File: config.mk
export PLATFORM = sky130hd
export DESIGN_NAME = decode_stage
export DESIGN_NICKNAME = d
export VERILOG_FILES = /design/src/decode_pkg.sv /design/src/instr_decoder.sv /design/src/reg_file.sv /design/src/branch_unit.sv /design/src/decode_stage.sv
export SDC_FILE = /design/constraint.sdc
export NUM_CORES = 1
export LEC_CHECK = 0
export BUFFER_PORTS_ARGS = -buffer_cell sky130_fd_sc_hd__buf_4
export CAP_MARGIN = 20
export CORE_MARGIN = 2
export CORE_UTILIZATION = 64
export DETAILED_ROUTE_END_ITERATION = 16
export MAX_ROUTING_LAYER = met4
export PLACE_DENSITY = 0.89
export SYNTH_ARGS = -nofsm -noshare
export SYNTH_HDL_FRONTEND = slang
export SYNTH_HIERARCHICAL = 1
export SYNTH_SLANG_ARGS = --single-unit
File: constraint.sdc
create_clock -name clk -period 6.22 [get_ports clk]
set_input_delay 0.622 -clock clk [delete_from_list [all_inputs] [get_ports clk]]
set_output_delay 0.622 -clock clk [all_outputs]
set_load 0.03 [all_outputs]
File: src/decode_pkg.sv
// shared types for the decode stage; opcodes 00010, 00011 and 11010 are left undefined
`default_nettype none

package decode_pkg;

   // widths with a meaning of their own
   typedef logic [15:0] word_t;
   typedef logic [2:0]  reg_idx_t;
   typedef logic [1:0]  wb_sel_t;
   typedef logic [1:0]  alu_src_t;
   typedef logic [2:0]  alu_res_t;
   typedef logic [4:0]  alu_op_t;
   typedef logic [1:0]  op_ext_t;

   localparam int       num_regs = 8;
   localparam reg_idx_t link_reg = reg_idx_t'(7);

   // write-back source select
   localparam wb_sel_t wb_alu = 2'd0;
   localparam wb_sel_t wb_mem = 2'd1;
   localparam wb_sel_t wb_pc  = 2'd2;
   localparam wb_sel_t wb_imm = 2'd3;

   // second alu operand
   localparam alu_src_t src_reg = 2'd0;
   localparam alu_src_t src_imm = 2'd1;

   // result mux in execute
   localparam alu_res_t res_alu  = 3'd0;
   localparam alu_res_t res_seq  = 3'd1;
   localparam alu_res_t res_slt  = 3'd2;
   localparam alu_res_t res_sle  = 3'd3;
   localparam alu_res_t res_sco  = 3'd4;
   localparam alu_res_t res_slbi = 3'd5;

   typedef enum logic [4:0] {
      halt   = 5'b00000,
      nop    = 5'b00001,
      j      = 5'b00100,
      jr     = 5'b00101,
      jal    = 5'b00110,
      jalr   = 5'b00111,
      addi   = 5'b01000,
      subi   = 5'b01001,
      xori   = 5'b01010,
      andni  = 5'b01011,
      beqz   = 5'b01100,
      bnez   = 5'b01101,
      bltz   = 5'b01110,
      bgez   = 5'b01111,
      st     = 5'b10000,
      ld     = 5'b10001,
      slbi   = 5'b10010,
      stu    = 5'b10011,
      roli   = 5'b10100,
      slli   = 5'b10101,
      rori   = 5'b10110,
      srli   = 5'b10111,
      lbi    = 5'b11000,
      alu_sh = 5'b11001,
      alu_rr = 5'b11011,
      seq    = 5'b11100,
      slt    = 5'b11101,
      sle    = 5'b11110,
      sco    = 5'b11111
   } opcode_t;

   typedef enum logic [2:0] {
      imm5_zext,
      imm5_sext,
      imm8_zext,
      imm8_sext,
      disp11_sext
   } imm_kind_t;

   // low two opcode bits of the branches map straight onto this
   typedef enum logic [1:0] {
      cond_zero    = 2'b00,
      cond_nonzero = 2'b01,
      cond_neg     = 2'b10,
      cond_not_neg = 2'b11
   } cond_t;

   typedef struct packed {
      logic     halt;
      wb_sel_t  wb_sel;
      alu_src_t alu_src;
      alu_res_t alu_result;
      alu_op_t  alu_op;
      logic     mem_read;
      logic     mem_wrt;
      logic     reg_wrt;
      reg_idx_t target_reg;
      op_ext_t  op_ext;
   } ctrl_t;

   typedef struct packed {
      logic  branch;
      cond_t cond;
      logic  jump_pc_rel;
      logic  jump_reg;
   } br_ctrl_t;

   typedef struct packed {
      logic     reg_wrt;
      reg_idx_t target_reg;
      word_t    data;
   } wb_port_t;

endpackage

`default_nettype wire

File: src/instr_decoder.sv
// opcode decode is combinational; an all-zero instruction acts as nop until a nonzero opcode precedes it
`timescale 1ns/1ps
`default_nettype none

module instr_decoder (
   input  logic                 clk,
   input  logic                 arst_n,
   input  decode_pkg::word_t    instr,
   input  logic                 halt_back,
   output decode_pkg::ctrl_t    ctrl,
   output decode_pkg::br_ctrl_t br,
   output decode_pkg::word_t    imm,
   output logic                 err
);
   import decode_pkg::*;

   opcode_t   op_raw;
   opcode_t   prev_op;
   opcode_t   op;
   logic      seen;
   imm_kind_t kind;

   assign op_raw = opcode_t'(instr[15:11]);

   // previous opcode, zero after reset
   always_ff @(posedge clk or negedge arst_n) begin
      if (!arst_n) begin
         prev_op <= halt;
      end else begin
         prev_op <= op_raw;
      end
   end

   // zero instr with zero history is treated as a bubble
   assign seen = (prev_op != halt) || (op_raw != halt);
   assign op   = seen ? op_raw : nop;

   always_comb begin
      ctrl            = '0;
      ctrl.wb_sel     = wb_alu;
      ctrl.alu_src    = src_reg;
      ctrl.alu_result = res_alu;
      ctrl.alu_op     = alu_op_t'(op);
      ctrl.op_ext     = instr[1:0];
      ctrl.target_reg = instr[4:2];
      br              = '0;
      br.cond         = cond_t'(instr[12:11]);
      kind            = imm5_zext;
      err             = 1'b0;

      case (op)
         halt: ctrl.halt = ~halt_back;
         nop: ;
         addi, subi: begin
            ctrl.reg_wrt    = 1'b1;
            ctrl.alu_src    = src_imm;
            ctrl.target_reg = instr[7:5];
            kind            = imm5_sext;
         end
         xori, andni, roli, slli, rori, srli: begin
            ctrl.reg_wrt    = 1'b1;
            ctrl.alu_src    = src_imm;
            ctrl.target_reg = instr[7:5];
         end
         st: begin
            ctrl.mem_wrt = 1'b1;
            ctrl.alu_src = src_imm;
            kind         = imm5_sext;
         end
         ld: begin
            ctrl.mem_read   = 1'b1;
            ctrl.reg_wrt    = 1'b1;
            ctrl.wb_sel     = wb_mem;
            ctrl.alu_src    = src_imm;
            ctrl.target_reg = instr[7:5];
            kind            = imm5_sext;
         end
         // store with the address written back to rs
         stu: begin
            ctrl.mem_wrt    = 1'b1;
            ctrl.reg_wrt    = 1'b1;
            ctrl.alu_src    = src_imm;
            ctrl.target_reg = instr[10:8];
            kind            = imm5_sext;
         end
         beqz, bnez, bltz, bgez: begin
            br.branch = 1'b1;
            kind      = imm8_sext;
         end
         lbi: begin
            ctrl.reg_wrt    = 1'b1;
            ctrl.wb_sel     = wb_imm;
            ctrl.target_reg = instr[10:8];
            kind            = imm8_sext;
         end
         slbi: begin
            ctrl.reg_wrt    = 1'b1;
            ctrl.alu_src    = src_imm;
            ctrl.alu_result = res_slbi;
            ctrl.target_reg = instr[10:8];
            kind            = imm8_zext;
         end
         j: begin
            br.jump_pc_rel = 1'b1;
            kind           = disp11_sext;
         end
         jal: begin
            br.jump_pc_rel  = 1'b1;
            ctrl.reg_wrt    = 1'b1;
            ctrl.wb_sel     = wb_pc;
            ctrl.target_reg = link_reg;
            kind            = disp11_sext;
         end
         jr: begin
            br.jump_reg = 1'b1;
            kind        = imm8_sext;
         end
         jalr: begin
            br.jump_reg     = 1'b1;
            ctrl.reg_wrt    = 1'b1;
            ctrl.wb_sel     = wb_pc;
            ctrl.target_reg = link_reg;
            kind            = imm8_sext;
         end
         alu_rr, alu_sh: ctrl.reg_wrt = 1'b1;
         seq: begin
            ctrl.reg_wrt    = 1'b1;
            ctrl.alu_result = res_seq;
         end
         slt: begin
            ctrl.reg_wrt    = 1'b1;
            ctrl.alu_result = res_slt;
         end
         sle: begin
            ctrl.reg_wrt    = 1'b1;
            ctrl.alu_result = res_sle;
         end
         sco: begin
            ctrl.reg_wrt    = 1'b1;
            ctrl.alu_result = res_sco;
         end
         // undefined opcode, nothing may change state
         default: err = 1'b1;
      endcase
   end

   // immediate extension
   always_comb begin
      case (kind)
         imm5_sext:   imm = {{11{instr[4]}}, instr[4:0]};
         imm8_zext:   imm = {8'b0, instr[7:0]};
         imm8_sext:   imm = {{8{instr[7]}}, instr[7:0]};
         disp11_sext: imm = {{5{instr[10]}}, instr[10:0]};
         default:     imm = {11'b0, instr[4:0]};
      endcase
   end

endmodule

`default_nettype wire

File: src/reg_file.sv
// write lands on the rising clk edge; a same-cycle read of the written index sees the new data
`timescale 1ns/1ps
`default_nettype none

module reg_file (
   input  logic                 clk,
   input  logic                 arst_n,
   input  decode_pkg::reg_idx_t rd_idx1,
   input  decode_pkg::reg_idx_t rd_idx2,
   input  decode_pkg::wb_port_t wb,
   output decode_pkg::word_t    data1,
   output decode_pkg::word_t    data2
);
   import decode_pkg::*;

   word_t regs [num_regs];

   // one read port with write-through bypass
   function automatic word_t bypass_read(
      input reg_idx_t idx,
      input word_t    stored,
      input wb_port_t w
   );
      word_t result;
      if (w.reg_wrt && (w.target_reg == idx)) begin
         result = w.data;
      end else begin
         result = stored;
      end
      return result;
   endfunction

   always_ff @(posedge clk or negedge arst_n) begin
      if (!arst_n) begin
         for (int i = 0; i < num_regs; i++) begin
            regs[i] <= '0;
         end
      end else if (wb.reg_wrt) begin
         regs[wb.target_reg] <= wb.data;
      end
   end

   assign data1 = bypass_read(rd_idx1, regs[rd_idx1], wb);
   assign data2 = bypass_read(rd_idx2, regs[rd_idx2], wb);

endmodule

`default_nettype wire

File: src/branch_unit.sv
// purely combinational; branch conditions test data1 only and sums wrap at 16 bits
`timescale 1ns/1ps
`default_nettype none

module branch_unit (
   input  decode_pkg::br_ctrl_t br,
   input  decode_pkg::word_t    imm,
   input  decode_pkg::word_t    data1,
   input  decode_pkg::word_t    pc_next,
   output decode_pkg::word_t    pc_back,
   output logic                 redirect
);
   import decode_pkg::*;

   logic  zero;
   logic  neg;
   logic  cond_hold;
   logic  taken;
   word_t pc_rel_target;
   word_t reg_target;

   // flags from the register operand
   assign zero = (data1 == '0);
   assign neg  = data1[15];

   always_comb begin
      case (br.cond)
         cond_zero:    cond_hold = zero;
         cond_nonzero: cond_hold = ~zero;
         cond_neg:     cond_hold = neg;
         cond_not_neg: cond_hold = ~neg;
         default:      cond_hold = 1'b0;
      endcase
   end

   assign taken = br.branch & cond_hold;

   // two target adders
   assign pc_rel_target = pc_next + imm;
   assign reg_target    = data1 + imm;

   assign redirect = taken | br.jump_pc_rel | br.jump_reg;

   always_comb begin
      if (taken || br.jump_pc_rel) begin
         pc_back = pc_rel_target;
      end else if (br.jump_reg) begin
         pc_back = reg_target;
      end else begin
         pc_back = pc_next;
      end
   end

endmodule

`default_nettype wire

File: src/decode_stage.sv
// no valid or ready; a new instr is accepted every cycle and hazards between stages are not checked
`timescale 1ns/1ps
`default_nettype none

module decode_stage (
   input  logic                 clk,
   input  logic                 arst_n,
   input  decode_pkg::word_t    instr,
   input  decode_pkg::word_t    pc_next,
   input  logic                 halt_back,
   input  decode_pkg::wb_port_t wb,
   output decode_pkg::ctrl_t    ctrl,
   output decode_pkg::word_t    imm,
   output decode_pkg::word_t    data1,
   output decode_pkg::word_t    data2,
   output decode_pkg::word_t    pc_back,
   output logic                 redirect,
   output logic                 err
);
   import decode_pkg::*;

   br_ctrl_t br;

   // control decode and immediate
   instr_decoder u_instr_decoder (
      .clk       (clk),
      .arst_n    (arst_n),
      .instr     (instr),
      .halt_back (halt_back),
      .ctrl      (ctrl),
      .br        (br),
      .imm       (imm),
      .err       (err)
   );

   // rs on port 1, rt on port 2
   reg_file u_reg_file (
      .clk     (clk),
      .arst_n  (arst_n),
      .rd_idx1 (instr[10:8]),
      .rd_idx2 (instr[7:5]),
      .wb      (wb),
      .data1   (data1),
      .data2   (data2)
   );

   // redirect back to fetch
   branch_unit u_branch_unit (
      .br       (br),
      .imm      (imm),
      .data1    (data1),
      .pc_next  (pc_next),
      .pc_back  (pc_back),
      .redirect (redirect)
   );

endmodule

`default_nettype wire

==> flow_summary.ini, run 1 <==
[setup_path]
cpMaxStageDelayCell = sky130_fd_sc_hd__mux4_1
worstPathMaxFanout = 35
critical_path.endpoint_type = output port
timing.critical_path.cells = buf_4, mux4_1, mux2_2, mux2_2, ha_1, fa_1, a21oi_1, o21ai_0, a21oi_1, o21ai_0, a221o_1, xnor2_1, a211oi_1, buf_4
worst-endpoint-arrival_ns = 4.82
required_ns = 5.60
cp_top_family = compound AO/OA/AOI/OAI gates
worst-path-buf-inv = 2
critical_path.max_stage_delay_ns = 0.65
cp-start-kind = input pin
path_class = input pin to output port

[sta]
worst_slack_ns = 0.777
tightest_slew_ns = 1.14
timing.clock.skew_ns = 0
finalMaxSlewViolations = 0
maxClockFrequency_ghz = 0.184
min_period_over_period = 0.875
timing.final.crit_period_ns = 5.44
setup_total_negative_slack_ns = 0
setup-violations-final = 0
worst_slew_margin_relative_to_its_limit = 0.237
final_hold_viol_count = 0
grt_setup_unrepaired = false

[global_route]
global_route.overflow_total = 0
grt_pass1_wl_um = 43400
grt_start_max_net_pins = 71
grt_antenna_before_repair = 0
grt.total_usage = 0.356
via_count_of_the_first_global_routing_pass = 7826

[worst_hold_path]
holdCritPathClass = input pin to asynchronous set/reset pin

[placement]
placement.cell_area_um2 = 11000
io_buffer_count = 140
preCtsSetupSlack_ns = 0.928
dpl.hpwl_um = 17600
globalplace.congestion = 0.953
placedCellCount = 1098

[logic_synthesis]
synth-seq-area-share = 0.329
syn-num-nets = 904
syn_inst = 817
synth_cell_types = 63
synth_edf_count = 0
post-synth-top-area-fraction = 0.329
ys_top_cells_by_area = sky130_fd_sc_hd__dfrtp_1, sky130_fd_sc_hd__mux2_2, sky130_fd_sc_hd__mux4_1
yosys_most_used_dff = sky130_fd_sc_hd__dfrtp_1
post_synth_instance_area_um2 = 10100
async_reset_ff_frac = 1.00
synth-seq-cells = 133
yosys_warnings = 6
synthesis.area_per_instance_um2 = 12.4
yosys.area.top_type = sky130_fd_sc_hd__dfrtp_1

[cts]
cts-resized-gates = 0
cts_hold_repair.buffers = 0
tritoncts = built
clk_pin_slew_worst_paths_ns = 0.06
htreeDepth = 4
cts_made_buffers = 17
clockRootBuffer = sky130_fd_sc_hd__clkbuf_16
post_cts.repair.setup_buffers = 0
worstSkewPairLatency_ns = 0.41
clock_buffer_depth = 2
cts.sink_count = 133

[detailed_routing]
routed-via-count = 7852
detail_route.first_pass.iterations = 6
totalWireLength_um = 28200
remaining_drc_errors = 0
route.detailed.wl_per_inst_um = 25.0
detail-route-antenna-nets = 0
detail_route.vias_per_cell = 6.95
initialDrtViolationCount = 828

[floorplan]
floorplan.io_pins = 142
initial_core_util = 0.660
floorplan.rows = 45
fp.dieArea_um2 = 16800
chipWidth_um = 130
dieHeight_um = 130
core_um2 = 15300

[power_and_ir_drop]
power.share.sequential = 0.321
leakage_nw = 5.26
power.density_nw_per_um2 = 321
power_frac_clock = 0.291
net_sw_power_w = 0.00129
switching_share = 0.345
cell_internal_pwr_w = 0.00245
power_frac_comb = 0.388
vdd_drop_max_mv = 0.185

[layout]
n_fill_cell = 949
post_route_cells_drive_above_1_share = 0.423
layout.area.seq_um2 = 3330
nNetsFinal = 993
final_common_cell = sky130_fd_sc_hd__mux2_2
diodes = 0
final-instance-count-excl-fill = 1130
fin_area_um2 = 11700
layout.cells.most_common_list = sky130_fd_sc_hd__mux2_2, sky130_fd_sc_hd__buf_4, sky130_fd_sc_hd__dfrtp_1, sky130_fd_sc_hd__mux4_1, sky130_fd_sc_hd__nand2_1
area_growth_pct = 15.5
area_of_the_multi_input_gates_um2 = 6260

[run_status]
outcome = finished clean

[flow_run]
cap_violations = 0
[per-layer routing]
metal,up-vias,GRT usage,share of wire
met1,3909,0.449,0.38
met4,0,0.147,0.036
met5,-,-,0
met2,512,0.572,0.49
li1,3332,-,-
met3,99,0.0636,0.086
[sequential cells by signal (all words and copies together) (netlist names)]
register	count
u_reg_file/regs	128
u_instr_decoder/prev_op	5
[synthesized netlist by cell type, drive strengths merged, types with 7 or more instances]
library cell and number:
o21a 7, dfrtp 133, buf 65, ha 30, inv 13, mux2i 10, clkbuf 15, nand2 47
a21oi 36, o21ai 28, nor2 26, xnor2 28, xor2 7, mux4 64, nand3 7, mux2 193
and3 9, nand2b 9, a21o 9
[stage by stage]
stage | hold slack [ns] | power, W | utilization
floorplan | 0.326 | 0.00218 | -
global placement | 0.493 | 0.00253 | 0.720
detailed placement | 0.503 | 0.00259 | 0.720
CTS | 0.321 | 0.00372 | 0.762
global route | 0.364 | 0.00389 | 0.762
finish | 0.297 | 0.00375 | 0.762
[cell type report]
type / instances / area share
tap: 211 / 0.0226
clock inverter: 12 / 0.0150
timing repair buffer: 150 / 0.0965
inverter: 13 / 0.00418
multi-input combinational: 591 / 0.537
sequential: 133 / 0.285
clock buffer: 20 / 0.0400
[kinds of logic after synthesis]
logic type,count (synthesis),synth area share
flip-flops,133,0.329
other,1,0.000371
XOR/XNOR,35,0.0303
buffers and inverters,93,0.0525
multiplexers,267,0.395
AO/OA/AOI/OAI,120,0.0814
adder cells (fa/ha/maj),32,0.0411
AND/OR/NAND/NOR,136,0.0697
[worst paths after layout]
| check | startpoint | end | slack (ns) | depth (start not counted) |
|---|---|---|---|---|
| max in group asynchronous | arst_n | u_reg_file/regs[34]$_DFFE_PN0P_ | 4.53 | 2 |
| min | arst_n | u_reg_file/regs[94]$_DFFE_PN0P_ | 0.30 | 1 |
| max reg2reg | u_reg_file/regs[68]$_DFFE_PN0P_ | u_reg_file/regs[68]$_DFFE_PN0P_ | 5.35 | 1 |
| min reg2reg | u_reg_file/regs[35]$_DFFE_PN0P_ | u_reg_file/regs[35]$_DFFE_PN0P_ | 0.52 | 1 |
| min in group clk | instr[15] | u_instr_decoder/prev_op[4]$_DFF_PN0_ | 0.44 | 1 |
| max | instr[8] | pc_back[14] | 0.78 | 14 |
[power by group through the flow]
stage / clock [W] / sequential, W / combinational [W]
6_report: 0.00109 / 0.00120 / 0.00145
5_1_grt: 0.00114 / 0.00122 / 0.00153
4_1_cts: 0.00110 / 0.00119 / 0.00143
3_5_place_dp: 0 / 0.00119 / 0.00140
3_3_place_gp: 0 / 0.00117 / 0.00136
2_1_floorplan: 0 / 0.00114 / 0.00104
Note: power is estimated with default switching activity, not from simulation.
==> run 2, diff against run 1 <==
--- a/config.mk
+++ b/config.mk
@@ -12,6 +12,7 @@
 export DETAILED_ROUTE_END_ITERATION = 16
 export MAX_ROUTING_LAYER = met4
 export PLACE_DENSITY = 0.89
+export RECOVER_POWER = 25
 export SYNTH_ARGS = -nofsm -noshare
 export SYNTH_HDL_FRONTEND = slang
 export SYNTH_HIERARCHICAL = 1
==> run 2 against run 1 <==
Against the previous run: sequential share of layout area is 0.073 points higher; worst setup slack worse by 0.0015 ns; the flow now finishes with violations (capacitance limit, slew limit); via count is 0.45% lower; non-clock buffer count stayed put; critical path type unchanged.
==> flow_summary.ini, run 2 (same netlist as run 1, synthesis figures left out) <==
[run_status]
outcome = finished, violations left
failed_checks = capacitance limit, slew limit

[flow_run]
cap_violations = 1

[setup_path]
worst-endpoint-arrival_ns = 4.82
r2r-end = u_reg_file/regs[68]$_DFFE_PN0P_
crit-reg2reg-launch = u_reg_file/regs[68]$_DFFE_PN0P_
critical_path.max_stage_delay_ns = 0.65
cp-start-kind = input pin
timing.critical_path.cells = buf_4, mux4_1, mux2_2, mux2_2, ha_1, fa_1, a21oi_1, o21ai_0, a21oi_1, o21ai_0, a221o_1, xnor2_1, a211oi_1, buf_4
worst_r2r_path_cells = 1
worstPathMaxFanout = 35
required_ns = 5.60
critical_path.endpoint_type = output port
ff2ff_setup_slack_ns = 5.36
cpMaxStageDelayCell = sky130_fd_sc_hd__mux4_1
path_class = input pin to output port

[cts]
htreeDepth = 4
worstSkewPairLatency_ns = 0.41
clk_pin_slew_worst_paths_ns = 0.06
post_cts.repair.setup_buffers = 0
cts_made_buffers = 17
cts.sink_count = 133
clock_buffer_depth = 2
cts_hold_repair.buffers = 0
tritoncts = built
clockRootBuffer = sky130_fd_sc_hd__clkbuf_16
cts-resized-gates = 0

[floorplan]
core_um2 = 15300
dieHeight_um = 130
chipWidth_um = 130
floorplan.io_pins = 142
floorplan.rows = 45
initial_core_util = 0.660
fp.dieArea_um2 = 16800

[placement]
dpl.hpwl_um = 17600
globalplace.congestion = 0.953
placedCellCount = 1098
io_buffer_count = 140

[worst_hold_path]
hold-path-cell-count = 2
holdCritPathClass = input pin to register
holdPathEnd = u_reg_file/regs[53]$_DFFE_PN0P_
hold_start = wb[5]

[layout]
nNetsFinal = 993
final_common_cell = sky130_fd_sc_hd__mux2_2
largestRegisters = u_reg_file/regs: 128 flops, u_instr_decoder/prev_op: 5 flops
diodes = 0
regMostFlops = u_reg_file/regs
largest_register_ff_count = 128
layout.cells.most_common_list = sky130_fd_sc_hd__mux2_2, sky130_fd_sc_hd__buf_4, sky130_fd_sc_hd__dfrtp_1, sky130_fd_sc_hd__mux4_1, sky130_fd_sc_hd__nand2_1
n_fill_cell = 958
post_route_cells_drive_above_1_share = 0.412
finalCoreUtilization = 0.760
final-instance-count-excl-fill = 1130
area_of_the_multi_input_gates_um2 = 6260
area_growth_pct = 15.2
layout.area.seq_um2 = 3330

[sta]
timing.final.crit_period_ns = 5.44
grt_setup_unrepaired = false
tightest_slew_ns = 3.47
final_hold_viol_count = 0
setup_total_negative_slack_ns = 0
worst_slew_margin_relative_to_its_limit = -1.31
finalMaxSlewViolations = 65
maxClockFrequency_ghz = 0.184
min_period_over_period = 0.875
setup-violations-final = 0
timing.clock.skew_ns = 0

[global_route]
global_route.overflow_total = 0
grt_pass1_wl_um = 43400
grt.total_usage = 0.356
grt_antenna_before_repair = 0
grt_start_max_net_pins = 71
via_count_of_the_first_global_routing_pass = 7826

[detailed_routing]
totalWireLength_um = 28200
remaining_drc_errors = 0
detail_route.first_pass.iterations = 6
detail-route-antenna-nets = 0
initialDrtViolationCount = 897
route.detailed.wl_per_inst_um = 25.0
detail_route.vias_per_cell = 6.92
routed-via-count = 7817

[power_and_ir_drop]
p_total_w = 0.00374
power.density_nw_per_um2 = 321
leakage_nw = 5.23
vdd_drop_max_mv = 0.185
==> run 2: per-layer routing <==
metal	vias up	part of all wire	track usage
met3	89	0.087	0.0636
met5	-	0	-
li1	3321	-	-
met4	0	0.035	0.147
met1	3890	0.38	0.449
met2	517	0.49	0.572
==> run 2: worst max-delay path by stage <==
stage          startpoint  slack [ns]     endpoint
5_1_grt          instr[8]        0.58  pc_back[14]
6_report         instr[8]        0.78  pc_back[14]
2_1_floorplan    instr[9]        1.06  pc_back[14]
3_5_place_dp     instr[8]        0.93  pc_back[14]
3_3_place_gp     instr[8]        1.01  pc_back[14]
4_1_cts          instr[8]        0.89  pc_back[14]
==> run 2: layout make-up <==
| type | count | share of cell area |
|---|---|---|
| Clock buffer | 20 | 0.0401 |
| Clock inverter | 12 | 0.0150 |
| Inverter | 13 | 0.00419 |
| Multi-Input combinational cell | 591 | 0.538 |
| Sequential cell | 133 | 0.286 |
| Tap cell | 211 | 0.0227 |
| Timing Repair Buffer | 150 | 0.0942 |
==> run 2: report_power, final <==
part | internal (W) | leakage [nW] | total, W | switching (W)
clock | 0.000702 | 0.308 | 0.00109 | 0.000389
combinational | 0.000695 | 3.33 | 0.00145 | 0.000752
sequential | 0.00105 | 1.59 | 0.00120 | 0.000150
total | 0.00245 | 5.23 | 0.00374 | 0.00129
==> run 2: worst max-delay path, delay by kind of cell <==
kind                       cells  cell delay, ns
muxes                          3            1.23
xor gates and xnor gates       1            0.14
adders and majority gates      2            0.63
AOI/OAI and AO/OA              6            1.50
buffers and inverters          2            0.70
==> run 2: per-stage QoR <==
step | setup WS [ns] | hold WS (ns) | cell area [µm²]
after floorplan | 1.06 | 0.326 | 10100
after global placement | 1.01 | 0.493 | 11000
after detailed placement | 0.928 | 0.503 | 11000
after CTS | 0.888 | 0.321 | 11700
after global routing | 0.576 | 0.520 | 11600
final | 0.775 | 0.514 | 11600
